<file path="config.mk">
export PLATFORM = sky130hd
export DESIGN_NAME = sys_master_top
export DESIGN_NICKNAME = d
export VERILOG_FILES = /design/src/logic/sys_master_pkg.sv /design/src/logic/rst_gen.sv /design/src/logic/wb_stage.sv /design/src/logic/wb_dwidth_down.sv /design/src/logic/sys_master_top.sv
export VERILOG_INCLUDE_DIRS = /design/src /design/src/logic
export SDC_FILE = /design/constraint.sdc
export NUM_CORES = 1
export LEC_CHECK = 0
export BUFFER_PORTS_ARGS = -buffer_cell sky130_fd_sc_hd__buf_2
export CAP_MARGIN = 40
export CORE_AREA = 8 8 254 256
export DETAILED_ROUTE_END_ITERATION = 10
export DIE_AREA = 0 0 262 264
export GPL_TIMING_DRIVEN = 0
export HOLD_SLACK_MARGIN = 0.15
export MAX_ROUTING_LAYER = met4
export PLACE_DENSITY = 0.39
export SLEW_MARGIN = 40
export SYNTH_ARGS = -nofsm -noshare
export SYNTH_HDL_FRONTEND = slang
export SYNTH_HIERARCHICAL = 1
export SYNTH_SLANG_ARGS = --single-unit
</file>
<file path="constraint.sdc">
create_clock -name sys_clock_i -period 9.6 [get_ports sys_clock_i]
set_clock_uncertainty 0.1 [all_clocks]
set_input_delay 0.96 -clock sys_clock_i [delete_from_list [all_inputs] [get_ports sys_clock_i]]
set_output_delay 0.96 -clock sys_clock_i [all_outputs]
set_load 0.05 [all_outputs]
</file>
<file path="src/logic/sys_master_consts.svh">
// Bus widths and reset timing constants, included by the package and by the bridge RTL
`ifndef SYS_MASTER_CONSTS_SVH
`define SYS_MASTER_CONSTS_SVH

// Data widths of the two buses
`define SM_HOST_DW    64
`define SM_SOC_DW     32

// Shared address width
`define SM_AW         32

// Byte selects, one per data byte
`define SM_HOST_SELW  8
`define SM_SOC_SELW   4

`define SM_RST_HOLD   16    // SoC reset hold after lock, in cycles

`define SM_HALF_OFS   4     // Byte offset of the upper SoC word

`endif

</file>
<file path="src/logic/sys_master_pkg.sv">
// Request and data types of the host and SoC Wishbone buses, imported by the bridge RTL
`include "sys_master_consts.svh"

package sys_master_pkg;

    ////////////////////
    // Data words
    ////////////////////

    typedef logic [`SM_HOST_DW-1:0] host_dat_t;    // Host side, 64 bit
    typedef logic [`SM_SOC_DW-1:0]  soc_dat_t;     // SoC side, 32 bit

    ////////////////////
    // Requests
    ////////////////////

    // Host access, 105 bits
    typedef struct packed {
        logic                     we;
        logic [`SM_AW-1:0]        adr;
        host_dat_t                dat;
        logic [`SM_HOST_SELW-1:0] sel;
    } host_req_t;

    // SoC access, 69 bits
    typedef struct packed {
        logic                    we;
        logic [`SM_AW-1:0]       adr;
        soc_dat_t                dat;
        logic [`SM_SOC_SELW-1:0] sel;
    } soc_req_t;

endpackage : sys_master_pkg

</file>
<file path="src/logic/rst_gen.sv">
// SoC reset generator that holds reset low for a fixed count once the PLL has locked
`timescale 1ns/1ps

`include "sys_master_consts.svh"

module rst_gen (
    input  logic sys_clock_i,
    input  logic rst_n_i,
    input  logic locked_i,
    output logic soc_rstn_o
);

    localparam int unsigned CNT_W = $clog2(`SM_RST_HOLD + 1);

    logic             start_ok;     // System out of reset and clock stable
    logic [CNT_W-1:0] hold_cnt_q;

    assign start_ok = rst_n_i && locked_i;

    ////////////////////
    // Hold counter
    ////////////////////

    always_ff @(posedge sys_clock_i) begin
        if (!start_ok) begin
            hold_cnt_q <= '0;
            soc_rstn_o <= 1'b0;
        end else begin
            if (hold_cnt_q != CNT_W'(`SM_RST_HOLD)) begin
                hold_cnt_q <= hold_cnt_q + 1'b1;    // Saturates at the hold length
            end
            soc_rstn_o <= (hold_cnt_q == CNT_W'(`SM_RST_HOLD));
        end
    end

    // Losing lock must pull the SoC into reset on the very next cycle
    a_lock_drop: assert property (
        @(posedge sys_clock_i) !locked_i |=> !soc_rstn_o
    );

endmodule : rst_gen

</file>
<file path="src/logic/wb_stage.sv">
// One-entry Wishbone classic register slice, placed on either side of the width converter
`timescale 1ns/1ps

module wb_stage #(
    parameter type req_t = sys_master_pkg::soc_req_t,
    parameter type dat_t = sys_master_pkg::soc_dat_t
) (
    input  logic sys_clock_i,
    input  logic rst_n_i,
    // Upstream slave side
    input  logic up_cyc_i,
    input  logic up_stb_i,
    input  req_t up_req_i,
    output logic up_ack_o,
    output dat_t up_dat_o,
    // Downstream master side
    output logic dn_cyc_o,
    output logic dn_stb_o,
    output req_t dn_req_o,
    input  logic dn_ack_i,
    input  dat_t dn_dat_i
);

    typedef enum logic [1:0] {
        ST_IDLE,    // Waiting for an upstream strobe
        ST_BUSY,    // Access presented downstream
        ST_RESP     // Upstream ack cycle
    } state_e;

    state_e state_q;
    req_t   req_q;
    dat_t   dat_q;

    ////////////////////
    // Control
    ////////////////////

    always_ff @(posedge sys_clock_i) begin
        if (!rst_n_i) begin
            state_q <= ST_IDLE;
        end else begin
            case (state_q)
                ST_IDLE: if (up_cyc_i && up_stb_i) state_q <= ST_BUSY;
                ST_BUSY: if (dn_ack_i) state_q <= ST_RESP;
                default: state_q <= ST_IDLE;    // One ack, then free again
            endcase
        end
    end

    // Payload registers
    always_ff @(posedge sys_clock_i) begin
        if (state_q == ST_IDLE && up_cyc_i && up_stb_i) begin
            req_q <= up_req_i;
        end
        if (state_q == ST_BUSY && dn_ack_i) begin
            dat_q <= dn_dat_i;
        end
    end

    assign dn_cyc_o = (state_q == ST_BUSY);
    assign dn_stb_o = (state_q == ST_BUSY);
    assign dn_req_o = req_q;
    assign up_ack_o = (state_q == ST_RESP);
    assign up_dat_o = dat_q;

    a_ack_single: assert property (
        @(posedge sys_clock_i) disable iff (!rst_n_i) up_ack_o |=> !up_ack_o
    );

    // A stalled downstream access keeps its request untouched
    a_req_stable: assert property (
        @(posedge sys_clock_i) disable iff (!rst_n_i)
        dn_stb_o && !dn_ack_i |=> dn_stb_o && $stable(dn_req_o)
    );

endmodule : wb_stage

</file>
<file path="src/logic/wb_dwidth_down.sv">
// Wishbone 64 to 32 bit down-converter, one host access becomes up to two SoC accesses
`timescale 1ns/1ps

`include "sys_master_consts.svh"

module wb_dwidth_down (
    input  logic                      sys_clock_i,
    input  logic                      rst_n_i,
    // Host side, 64 bit
    input  logic                      host_cyc_i,
    input  logic                      host_stb_i,
    input  sys_master_pkg::host_req_t host_req_i,
    output logic                      host_ack_o,
    output sys_master_pkg::host_dat_t host_dat_o,
    // SoC side, 32 bit
    output logic                      soc_cyc_o,
    output logic                      soc_stb_o,
    output sys_master_pkg::soc_req_t  soc_req_o,
    input  logic                      soc_ack_i,
    input  sys_master_pkg::soc_dat_t  soc_dat_i
);

    import sys_master_pkg::*;

    typedef enum logic [1:0] {
        ST_IDLE,
        ST_LO,      // Lower word at the aligned address
        ST_HI,      // Upper word at the aligned address plus 4
        ST_ACK
    } state_e;

    state_e            state_q;
    host_req_t         req_q;
    host_dat_t         rdat_q;
    logic [`SM_AW-1:0] base_adr;
    logic              lo_sel;
    logic              hi_sel;
    logic              new_sel_lo;
    logic              new_sel_hi;

    // 8-byte aligned host address
    assign base_adr = {req_q.adr[`SM_AW-1:3], 3'b000};

    assign lo_sel = |req_q.sel[`SM_SOC_SELW-1:0];
    assign hi_sel = |req_q.sel[`SM_HOST_SELW-1:`SM_SOC_SELW];

    // Same test on the incoming request, used at capture
    assign new_sel_lo = |host_req_i.sel[`SM_SOC_SELW-1:0];
    assign new_sel_hi = |host_req_i.sel[`SM_HOST_SELW-1:`SM_SOC_SELW];

    ////////////////////
    // Sequencer
    ////////////////////

    always_ff @(posedge sys_clock_i) begin
        if (!rst_n_i) begin
            state_q <= ST_IDLE;
        end else begin
            case (state_q)
                ST_IDLE: begin
                    if (host_cyc_i && host_stb_i) begin
                        if (new_sel_lo)      state_q <= ST_LO;
                        else if (new_sel_hi) state_q <= ST_HI;
                        else                 state_q <= ST_ACK;    // Nothing selected
                    end
                end
                ST_LO: begin
                    if (soc_ack_i) state_q <= hi_sel ? ST_HI : ST_ACK;
                end
                ST_HI: begin
                    if (soc_ack_i) state_q <= ST_ACK;
                end
                default: state_q <= ST_IDLE;
            endcase
        end
    end

    // Request capture and read data assembly
    always_ff @(posedge sys_clock_i) begin
        if (state_q == ST_IDLE && host_cyc_i && host_stb_i) begin
            req_q  <= host_req_i;
            rdat_q <= '0;    // Halves not accessed read as zero
        end
        if (state_q == ST_LO && soc_ack_i && !req_q.we) begin
            rdat_q[`SM_SOC_DW-1:0] <= soc_dat_i;
        end
        if (state_q == ST_HI && soc_ack_i && !req_q.we) begin
            rdat_q[`SM_HOST_DW-1:`SM_SOC_DW] <= soc_dat_i;
        end
    end

    ////////////////////
    // SoC request
    ////////////////////

    always_comb begin
        soc_req_o.we  = req_q.we;
        soc_req_o.adr = base_adr;
        soc_req_o.dat = req_q.dat[`SM_SOC_DW-1:0];
        soc_req_o.sel = req_q.sel[`SM_SOC_SELW-1:0];
        if (state_q == ST_HI) begin
            soc_req_o.adr = base_adr + `SM_AW'(`SM_HALF_OFS);
            soc_req_o.dat = req_q.dat[`SM_HOST_DW-1:`SM_SOC_DW];
            soc_req_o.sel = req_q.sel[`SM_HOST_SELW-1:`SM_SOC_SELW];
        end
    end

    assign soc_stb_o  = (state_q == ST_LO) || (state_q == ST_HI);
    assign soc_cyc_o  = soc_stb_o;
    assign host_ack_o = (state_q == ST_ACK);    // Follows the last SoC ack
    assign host_dat_o = rdat_q;

endmodule : wb_dwidth_down

</file>
<file path="src/logic/sys_master_top.sv">
// Host to SoC bus master bridge top, reset generation plus 64 to 32 bit Wishbone path
`timescale 1ns/1ps

module sys_master_top (
    input  logic                      sys_clock_i,
    input  logic                      rst_n_i,
    input  logic                      locked_i,
    output logic                      soc_rstn_o,
    // Host Wishbone slave port
    input  logic                      host_cyc_i,
    input  logic                      host_stb_i,
    input  sys_master_pkg::host_req_t host_req_i,
    output logic                      host_ack_o,
    output sys_master_pkg::host_dat_t host_dat_o,
    // SoC Wishbone master port
    output logic                      soc_cyc_o,
    output logic                      soc_stb_o,
    output sys_master_pkg::soc_req_t  soc_req_o,
    input  logic                      soc_ack_i,
    input  sys_master_pkg::soc_dat_t  soc_dat_i
);

    import sys_master_pkg::*;

    logic      soc_rstn;

    // Host stage to converter
    logic      hs_cyc;
    logic      hs_stb;
    host_req_t hs_req;
    logic      hs_ack;
    host_dat_t hs_dat;

    // Converter to SoC stage
    logic      cv_cyc;
    logic      cv_stb;
    soc_req_t  cv_req;
    logic      cv_ack;
    soc_dat_t  cv_dat;

    ////////////////////
    // Reset
    ////////////////////

    rst_gen rst_gen_u (
        .sys_clock_i ( sys_clock_i ),
        .rst_n_i     ( rst_n_i     ),
        .locked_i    ( locked_i    ),
        .soc_rstn_o  ( soc_rstn    )
    );

    assign soc_rstn_o = soc_rstn;

    ////////////////////
    // Bus path
    ////////////////////

    wb_stage #(
        .req_t ( host_req_t ),
        .dat_t ( host_dat_t )
    ) host_stage (
        .sys_clock_i ( sys_clock_i ),
        .rst_n_i     ( soc_rstn    ),
        .up_cyc_i    ( host_cyc_i  ),
        .up_stb_i    ( host_stb_i  ),
        .up_req_i    ( host_req_i  ),
        .up_ack_o    ( host_ack_o  ),
        .up_dat_o    ( host_dat_o  ),
        .dn_cyc_o    ( hs_cyc      ),
        .dn_stb_o    ( hs_stb      ),
        .dn_req_o    ( hs_req      ),
        .dn_ack_i    ( hs_ack      ),
        .dn_dat_i    ( hs_dat      )
    );

    wb_dwidth_down dwidth_down_u (
        .sys_clock_i ( sys_clock_i ),
        .rst_n_i     ( soc_rstn    ),
        .host_cyc_i  ( hs_cyc      ),
        .host_stb_i  ( hs_stb      ),
        .host_req_i  ( hs_req      ),
        .host_ack_o  ( hs_ack      ),
        .host_dat_o  ( hs_dat      ),
        .soc_cyc_o   ( cv_cyc      ),
        .soc_stb_o   ( cv_stb      ),
        .soc_req_o   ( cv_req      ),
        .soc_ack_i   ( cv_ack      ),
        .soc_dat_i   ( cv_dat      )
    );

    wb_stage #(
        .req_t ( soc_req_t ),
        .dat_t ( soc_dat_t )
    ) soc_stage (
        .sys_clock_i ( sys_clock_i ),
        .rst_n_i     ( soc_rstn    ),
        .up_cyc_i    ( cv_cyc      ),
        .up_stb_i    ( cv_stb      ),
        .up_req_i    ( cv_req      ),
        .up_ack_o    ( cv_ack      ),
        .up_dat_o    ( cv_dat      ),
        .dn_cyc_o    ( soc_cyc_o   ),
        .dn_stb_o    ( soc_stb_o   ),
        .dn_req_o    ( soc_req_o   ),
        .dn_ack_i    ( soc_ack_i   ),
        .dn_dat_i    ( soc_dat_i   )
    );

endmodule : sys_master_top

</file>
# --- After elaboration in Yosys (flattened, before gate mapping) ---
# Index checks and enable logic that the tools add are counted.
op_classes:
  n_addsub: 2
  eq_ne: 16
  mux: 17
  n_reduce_logical: 27
ops:
  columns: ["operator", "n"]
  rows:
  - ["68-bit two-way mux", 1]
  - ["32-bit two-way mux", 2]
  - ["64-bit two-way mux", 1]
  - ["32-bit by 3-bit adder with 32-bit output (second input constant)", 1]
  - ["2-bit two-way mux", 8]
  - ["1-bit logical AND", 14]
  - ["2-bit by 1-bit inequality test with 1-bit output (second input constant)", 6]
  - ["4-bit OR reduction", 3]
  - ["2-bit equality test (second input constant)", 4]
  - ["2-bit case mux with 2 select lines", 2]
  - ["2-bit by 1-bit equality test with 1-bit output (second input constant)", 3]
  - ["2-bit logical NOT", 3]
  - ["2-bit case mux with 3 select lines", 1]
  - ["5-bit by 1-bit adder with 5-bit output (second input constant)", 1]
  - ["5-bit equality test (second input constant)", 1]
  - ["5-bit inequality test (second input constant)", 1]
  - ["2-bit AND reduction", 2]
  - ["2-bit nonzero test", 2]
  - ["3-bit AND reduction", 1]
  - ["1-bit two-way mux", 2]
  - ["2-bit inequality test (second input constant)", 1]
  - ["1-bit logical NOT", 1]
  - ["1-bit logical OR", 1]
totals:
  register_bits: 451
  in_bits: 143
  output_inout_bits: 137
  word_cells: 84

# --- Logic depth before layout (Yosys ltp) ---
# Gate-level depths: netlist (run 1).
logic_depth:
  word_depth: 5
  mapped_depth: 6
  ltp_nobuf: 6

# --- By module ---
# The synthesis (run 1) kept the hierarchy.
by_module_without_submodules:
  columns: ["module", "instances", "cells_per_inst", "area_per_inst_um2", "seq_area_each_um2"]
  rows:
  - ["wb_dwidth_down", 1, 339, 6338.6, 5024.8]
  - ["wb_stage (host_stage)", 1, 182, 5188.7, 5114.9]
  - ["wb_stage (soc_stage)", 1, 114, 3146.8, 3072.9]
  - ["rst_gen", 1, 29, 271.5, 120.1]

# --- Worst setup path before layout (run 1) ---
# Ideal clock, no wire load.
synth_path:
  kind: "input-to-reg"
  from: "input port host_cyc_i"
  to: "register host_stage.req_q, in the netlist host_stage/dn_req_o[0], enable pin"
  setup_ns: 0.698
  t_arrival_ns: 8.090
  t_required_ns: 8.802
  path_slack_ns: 0.711
  cell_stages: 2
  n_path_buf: 0
  path_cell_list: "nand2_1 nor3_1"
synth_via:
  elab_chain_len: 2
synth_rtl:
  columns: ["element", "line", "rtl"]
  rows:
  - ["start: declaration", "sys_master_top.sv:10", "input logic host_cyc_i,"]
  - ["1-bit logical AND (2 in series)", "wb_stage.sv:52", "if (state_q == ST_IDLE && up_cyc_i && up_stb_i) begin"]
  - ["end signal: assignment", "wb_stage.sv:53", "req_q <= up_req_i;"]
  - ["end: declaration", "wb_stage.sv:31", "req_t req_q;"]
# Every way passes these cells.
# A chain may end at the register's enable or synchronous reset.

# --- Final worst setup path (run 1) ---
layout_path:
  from: "register soc_stage.state_q[1]"
  to: "output port soc_stb_o"
layout_via:
  elab_chain_len: 1
layout_rtl:
  columns: ["element", "line", "rtl"]
  rows:
  - ["start: declaration", "wb_stage.sv:30", "state_e state_q;"]
  - ["start signal: assignment", "wb_stage.sv:40", "state_q <= ST_IDLE;"]
  - ["start signal: assignment", "wb_stage.sv:43", "ST_IDLE: if (up_cyc_i && up_stb_i) state_q <= ST_BUSY;"]
  - ["start signal: assignment", "wb_stage.sv:44", "ST_BUSY: if (dn_ack_i) state_q <= ST_RESP;"]
  - ["2-bit by 1-bit equality test with 1-bit output", "wb_stage.sv:61", "assign dn_stb_o = (state_q == ST_BUSY);"]
  - ["end: declaration", "sys_master_top.sv:17", "output logic soc_stb_o,"]
# Every way passes these cells.

==> results of run 1 <==
metal layers:
metal	global-route usage, %	routed length (um)	vias up
met5	-	0	-
met4	2.825	763	0
met3	4.084	3167	59
met2	14.81	14860	237
met1	10.21	12560	3262
li1	-	-	3236
cell usage in the layout, fill, tap and decap left out, types with 2 or more instances in the layout:
master / count
buf_12: 4
or2_4: 2
nand3_1: 5
nand3b_1: 2
clkinvlp_4: 5
clkinv_16: 2
and3b_4: 2
nand2_1: 6
mux2_2: 36
buf_2: 295
edfxtp_1: 433
nor2_1: 7
dfxtp_1: 12
clkbuf_1: 13
xor2_1: 2
nor3_2: 3
clkinv_1: 6
bufinv_16: 8
ha_1: 7
and2_1: 66
inv_1: 6
clkbuf_16: 49
buf_4: 51
diode_2: 8
and3b_1: 2
clkinv_2: 5
conb_1: 2
nand2b_1: 5
and2b_2: 4
a21oi_1: 4
power groups by stage:
stage	clock network, mW	registers (mW)	logic, mW
global placement	0	2.19	0.0439
floorplan	0	2.19	0.00888
global route	2.09	2.14	0.0531
detailed placement	0	2.18	0.0490
CTS	2.01	2.14	0.0492
finish	1.93	2.14	0.0473
registers in the layout, summed over array words and instances, names as in the netlist:
name                      flops
dwidth_down_u/soc_req_o       1
dwidth_down_u/req_q          72
soc_stage/state_q             2
rst_gen_u/soc_rstn_o          1
dwidth_down_u/base_adr       29
dwidth_down_u/host_dat_o     64
host_stage/dn_req_o         102
host_stage/state_q            2
soc_stage/up_dat_o           32
soc_stage/dn_req_o           69
dwidth_down_u/state_q         2
rst_gen_u/hold_cnt_q          5
host_stage/up_dat_o          64
final cells by class:
| class | count | area (um2) |
|---|---|---|
| clock buffers | 56 | 1252 |
| fillers | 6005 | 41550 |
| repair buffers | 312 | 1684 |
| well taps | 790 | 988.4 |
| plain buffers | 45 | 305.3 |
| diodes | 8 | 20.02 |
| clock inverters | 28 | 414.1 |
| flip-flops and latches | 445 | 13240 |
| multi-input cells | 166 | 1316 |
| inverters | 6 | 22.52 |
through the flow:
step | cells | hold slack, ns | cell area (um2) | setup slack [ns]
floorplan | 662 | 0.3003 | 14860 | 0.9219
CTS | 1848 | 0.2762 | 19230 | 6.928
global route | 1856 | 0.2946 | 19250 | 6.846
finish | 1856 | 0.2818 | 19250 | 6.996
detailed placement | 1764 | 0.3045 | 17560 | 6.660
global placement | 1728 | 0.3008 | 17230 | -4.202
worst max-delay path by stage:
stage	startpoint	endpoint	slack [ns]	cells past startpoint
floorplan	host_cyc_i	host_stage/dn_req_o[0]$_DFFE_PP_	0.92	2
global placement	host_cyc_i	host_stage/dn_req_o[99]$_DFFE_PP_	-4.20	3
detailed placement	host_stb_i	host_stage/dn_req_o[47]$_DFFE_PP_	6.66	9
CTS	soc_stage/state_q[1]$_SDFFE_PN0P_	soc_stb_o	6.93	3
global route	dwidth_down_u/state_q[0]$_SDFFE_PN0P_	soc_stage/dn_req_o[37]$_DFFE_PP_	6.85	9
finish	soc_stage/state_q[1]$_SDFFE_PN0P_	soc_stb_o	7.00	3
==> results_dict.tcl, run 1 <==
set metrics [dict create \
    outcome "finished clean" \
    wirelength_mm 31.35 \
    slew_headroom_pct 62.12 \
    period_needed_ns 2.604 \
    vias 6794 \
    die_area_mm2 0.06917 \
    fin_nets 1175 \
    grt_max_degree 36 \
    hold_path_end "dwidth_down_u/req_q[39]$_DFFE_PP_" \
    dieWidth_um 262 \
    hold_viol 0 \
    dp_hpwl_mm 22.50 \
    viasPerCell 3.661 \
    clk_pin_slew_worst_paths_ns 0.06 \
    fmax_mhz 384.0 \
    p_sw_share_pct 19.39 \
    timing.setup.tns_ns 0 \
    gr-usage-all-layers_pct 9.200 \
    cts_tree "done" \
    power_leakage_nw 6.419 \
    min_path_type "register to register" \
    drc 0 \
    routedWlPerCell_um 16.89 \
    first_pass_iters 4 \
    power_density_mw_per_mm2 214.0 \
    r2r_start "dwidth_down_u/state_q[0]$_SDFFE_PN0P_" \
    cts_resized 0 \
    insertion_delay_ns 0.60 \
    tightestPinTransition_ns 0.5683 \
    start_util_pct 24.43 \
    reg2reg_depth 9 \
    period_share_pct 27.13 \
    netlist_area_mm2 0.01486 \
    num_rows 91 \
    rrSetupSlack_ns 7.05 \
    finalMaxSlewViolations 0 \
    cts.sinks 445 \
    worstPathCellList "and2b_2 > buf_4 > buf_2" \
    core-area_mm2 0.06080 \
    setup_viol_count_final 0 \
    grt.overflow.total 0 \
    drv_cap 0 \
    gp_congestion 0.6894 \
    postCtsSetupBuffers 0 \
    antenna_left 0 \
    synth_area_per_cell_um2 22.47 \
    seq_power_share_pct 52.0 \
    cpMaxStageDelayCell "dfxtp_1" \
    grt_pass1_vias 7379 \
    area_growth_pct 29.55 \
    rsz0062_at_grt "false" \
    cts_hold_buf 0 \
    critPathKind "register to primary output" \
    dr.first_iter.drc_count 248 \
    utilization_pct 31.65 \
    clock_path_buffers 3 \
    die_h_um 264 \
    worstPathRequired_ns 8.54 \
    drive_above_1_share_pct 44.71 \
    port_buffers 276 \
    comb_power_share_pct 1.1 \
    htreeDepth 2 \
    synth_cells 661 \
    switchingPower_mw 0.7983 \
    path_max_fanout 5 \
    hold_depth 0 \
    grt_pass1_wl_mm 46.02 \
    crit_buf_inv 2 \
    num_io_pins 280 \
    start_kind "register" \
    cp-end-kind "primary output" \
    cts-root-buf "clkbuf_16" \
    ir_worst_vdd_uv 127.8 \
    power_mw 4.118 \
    power.internal_mw 3.320 \
    cts_made_buffers 49 \
    clock_power_share_pct 46.9 \
    r2r-end "soc_stage/dn_req_o[58]$_DFFE_PP_" \
    crit_family "flip-flops" \
    worstHoldStart "host_stage/dn_req_o[39]$_DFFE_PP_" \
    yosys_warnings 6 \
    slowest_delay_ns 0.39 \
    antenna_found_initial 10 \
    arrival_ns 1.54 \
]
No activity file was read; power rests on OpenSTA's default activity.
==> inputs of run 2 (changes only) <==
--- a/config.mk
+++ b/config.mk
@@ -6,6 +6,7 @@
 export SDC_FILE = /design/constraint.sdc
 export NUM_CORES = 1
 export LEC_CHECK = 0
+export ABC_AREA = 1
 export BUFFER_PORTS_ARGS = -buffer_cell sky130_fd_sc_hd__buf_2
 export CAP_MARGIN = 40
 export CORE_AREA = 8 8 254 256
==> constraint.sdc (replaced) <==
create_clock -name sys_clock_i -period 2.46 [get_ports sys_clock_i]
set_clock_uncertainty 0.1 [all_clocks]
set_input_delay 0.246 -clock sys_clock_i [delete_from_list [all_inputs] [get_ports sys_clock_i]]
set_output_delay 0.246 -clock sys_clock_i [all_outputs]
set_load 0.05 [all_outputs]
==> run 2 against run 1 <==
Via count rose by 16%. Power grew to 3.8 times the previous value. Sequential power grew to 3.9 times the previous value. Clock-buffer cell count is 5 higher. Synthesized cell count grew 22%. Routed wire length up 5.9%. Setup slack worse by 6.9 ns. Cell count is 14% higher. Register-to-register slack worse by 6.8 ns.
==> results_dict.tcl, run 2 <==
set metrics [dict create \
    fin_nets 1441 \
    layout_common_cells "433 x edfxtp_1, 288 x buf_2, 139 x dlygate4sd3_1" \
    utilization_pct 34.15 \
    hold_viol 0 \
    grt_pass1_wl_mm 49.89 \
    die_area_mm2 0.06917 \
    drc 0 \
    power_leakage_nw 7.311 \
    htreeDepth 2 \
    cts_made_buffers 50 \
    grt_pass1_vias 8197 \
    viasPerCell 3.702 \
    min_path_type "primary input to register" \
    pre_cts_ws_ns 0.1740 \
    multiInputGateArea_mm2 0.001125 \
    antenna_left 0 \
    netlist_area_mm2 0.01488 \
    period_needed_ns 2.404 \
    dieWidth_um 262 \
    worstPathCellList "dlygate4sd3_1 > buf_2 > nand2_1 > dlygate4sd3_1 > inv_1 > nand2_1 > clkinvlp_4 > buf_12 > buf_16 > buf_16" \
    timing.setup.tns_ns 0 \
    fin_area_mm2 0.02076 \
    largest_reg_flops 102 \
    reg2reg_depth 8 \
    seqCellArea_mm2 0.01325 \
    cts_tree "done" \
    outcome "finished clean" \
    grt.overflow.total 0 \
    cpMaxStageDelayCell "dlygate4sd3_1" \
    place_area_mm2 0.01778 \
    port_buffers 276 \
    dr.first_iter.drc_count 383 \
    die_h_um 264 \
    layout_setup_ws_ns 0.05646 \
    slowest_delay_ns 0.58 \
    finalNonFillerCells 2123 \
    synth_area_per_cell_um2 18.49 \
    cts-root-buf "clkbuf_16" \
    num_rows 91 \
    yosys_warnings 6 \
    mostFrequentLayoutCell "edfxtp_1" \
    clk_pin_slew_worst_paths_ns 0.06 \
    worstPathRequired_ns 2.69 \
    wirelength_mm 33.21 \
    first_pass_iters 4 \
    fin_hold_ws_ns 0.2646 \
    drive_above_1_share_pct 33.21 \
    dp.cells 1890 \
    start_util_pct 24.48 \
    fillers 5927 \
    num_io_pins 280 \
    synth_cells 805 \
    arrival_ns 2.64 \
    core-area_mm2 0.06080 \
    vias 7859 \
    slew_headroom_pct 64.50 \
    cts_resized 0 \
    r2r-end "soc_stage/dn_req_o[48]$_DFFE_PP_" \
    drv_cap 0 \
    path_max_fanout 24 \
    rrSetupSlack_ns 0.26 \
    power_density_mw_per_mm2 761.1 \
    critPathKind "primary input to register" \
    setup_viol_count_final 0 \
    power_mw 15.80 \
    hold_path_end "host_stage/dn_req_o[55]$_DFFE_PP_" \
    postCtsSetupBuffers 0 \
    rsz0062_at_grt "false" \
    fmax_mhz 416.1 \
    dp_hpwl_mm 22.84 \
    cts.sinks 445 \
    period_share_pct 97.71 \
    r2r_start "dwidth_down_u/state_q[1]$_SDFFE_PN0P_" \
    hold_depth 2 \
    cp-end-kind "register" \
    tightestPinTransition_ns 0.5325 \
    routedWlPerCell_um 15.64 \
    finalMaxSlewViolations 0 \
    gp_congestion 0.7056 \
    ir_worst_vdd_uv 557.6 \
    antenna_found_initial 5 \
    worstHoldStart "host_req_i[55]" \
    start_kind "primary input" \
    area_growth_pct 39.52 \
    grt_max_degree 33 \
    gr-usage-all-layers_pct 9.792 \
    insertion_delay_ns 0.58 \
    clock_path_buffers 3 \
]
-- run 2: how the worst max path moves through the flow --
stage | from | endpoint | cells past startpoint
finish | host_stb_i | host_stage/dn_req_o[31]$_DFFE_PP_ | 10
global route | host_stb_i | host_stage/dn_req_o[63]$_DFFE_PP_ | 10
CTS | host_stb_i | host_stage/dn_req_o[31]$_DFFE_PP_ | 10
detailed placement | dwidth_down_u/state_q[0]$_SDFFE_PN0P_ | dwidth_down_u/host_dat_o[37]$_SDFFCE_PN0P_ | 5
global placement | dwidth_down_u/state_q[1]$_SDFFE_PN0P_ | dwidth_down_u/req_q[31]$_DFFE_PP_ | 4
floorplan | dwidth_down_u/state_q[0]$_SDFFE_PN0P_ | host_stage/up_dat_o[0]$_DFFE_PP_ | 3
-- run 2: timing repair --
item | 4_1_cts | 5_1_grt
hold endpoints to repair | 149 | 0
setup endpoints to repair | 0 | 0
hold buffers | 139 | 0
-- run 2: power breakdown --
part	total, mW	switching, mW	leakage (nW)	internal, mW
clock	7.07	3.03	0.753	4.05
sequential	8.35	0.0182	3.68	8.34
combinational	0.375	0.128	2.88	0.247
total	15.8	3.17	7.31	12.6
-- run 2: area by class of cell --
cell class	instances	share of cell area (%)
antenna	5	0.06026
inverter	61	1.181
clock buffer	61	6.328
clock inverter	28	1.278
sequential	445	63.81
timing repair buffer	433	15.56
tap	790	4.761
buffer	48	1.609
multi-input combinational	252	5.418
-- run 2: critical path, delay by kind of cell --
family	cells	cell delay [ns]
buffers and inverters	8	2.15
AND/OR/NAND/NOR	2	0.21
-- run 2: routing by layer --
layer | vias to the layer above | share of wire, % | track usage (%)
li1 | 3816 | - | -
met1 | 3781 | 40 | 10.97
met2 | 205 | 51 | 16.65
met3 | 57 | 6.4 | 2.624
met4 | 0 | 2.7 | 3.592
met5 | - | 0 | -
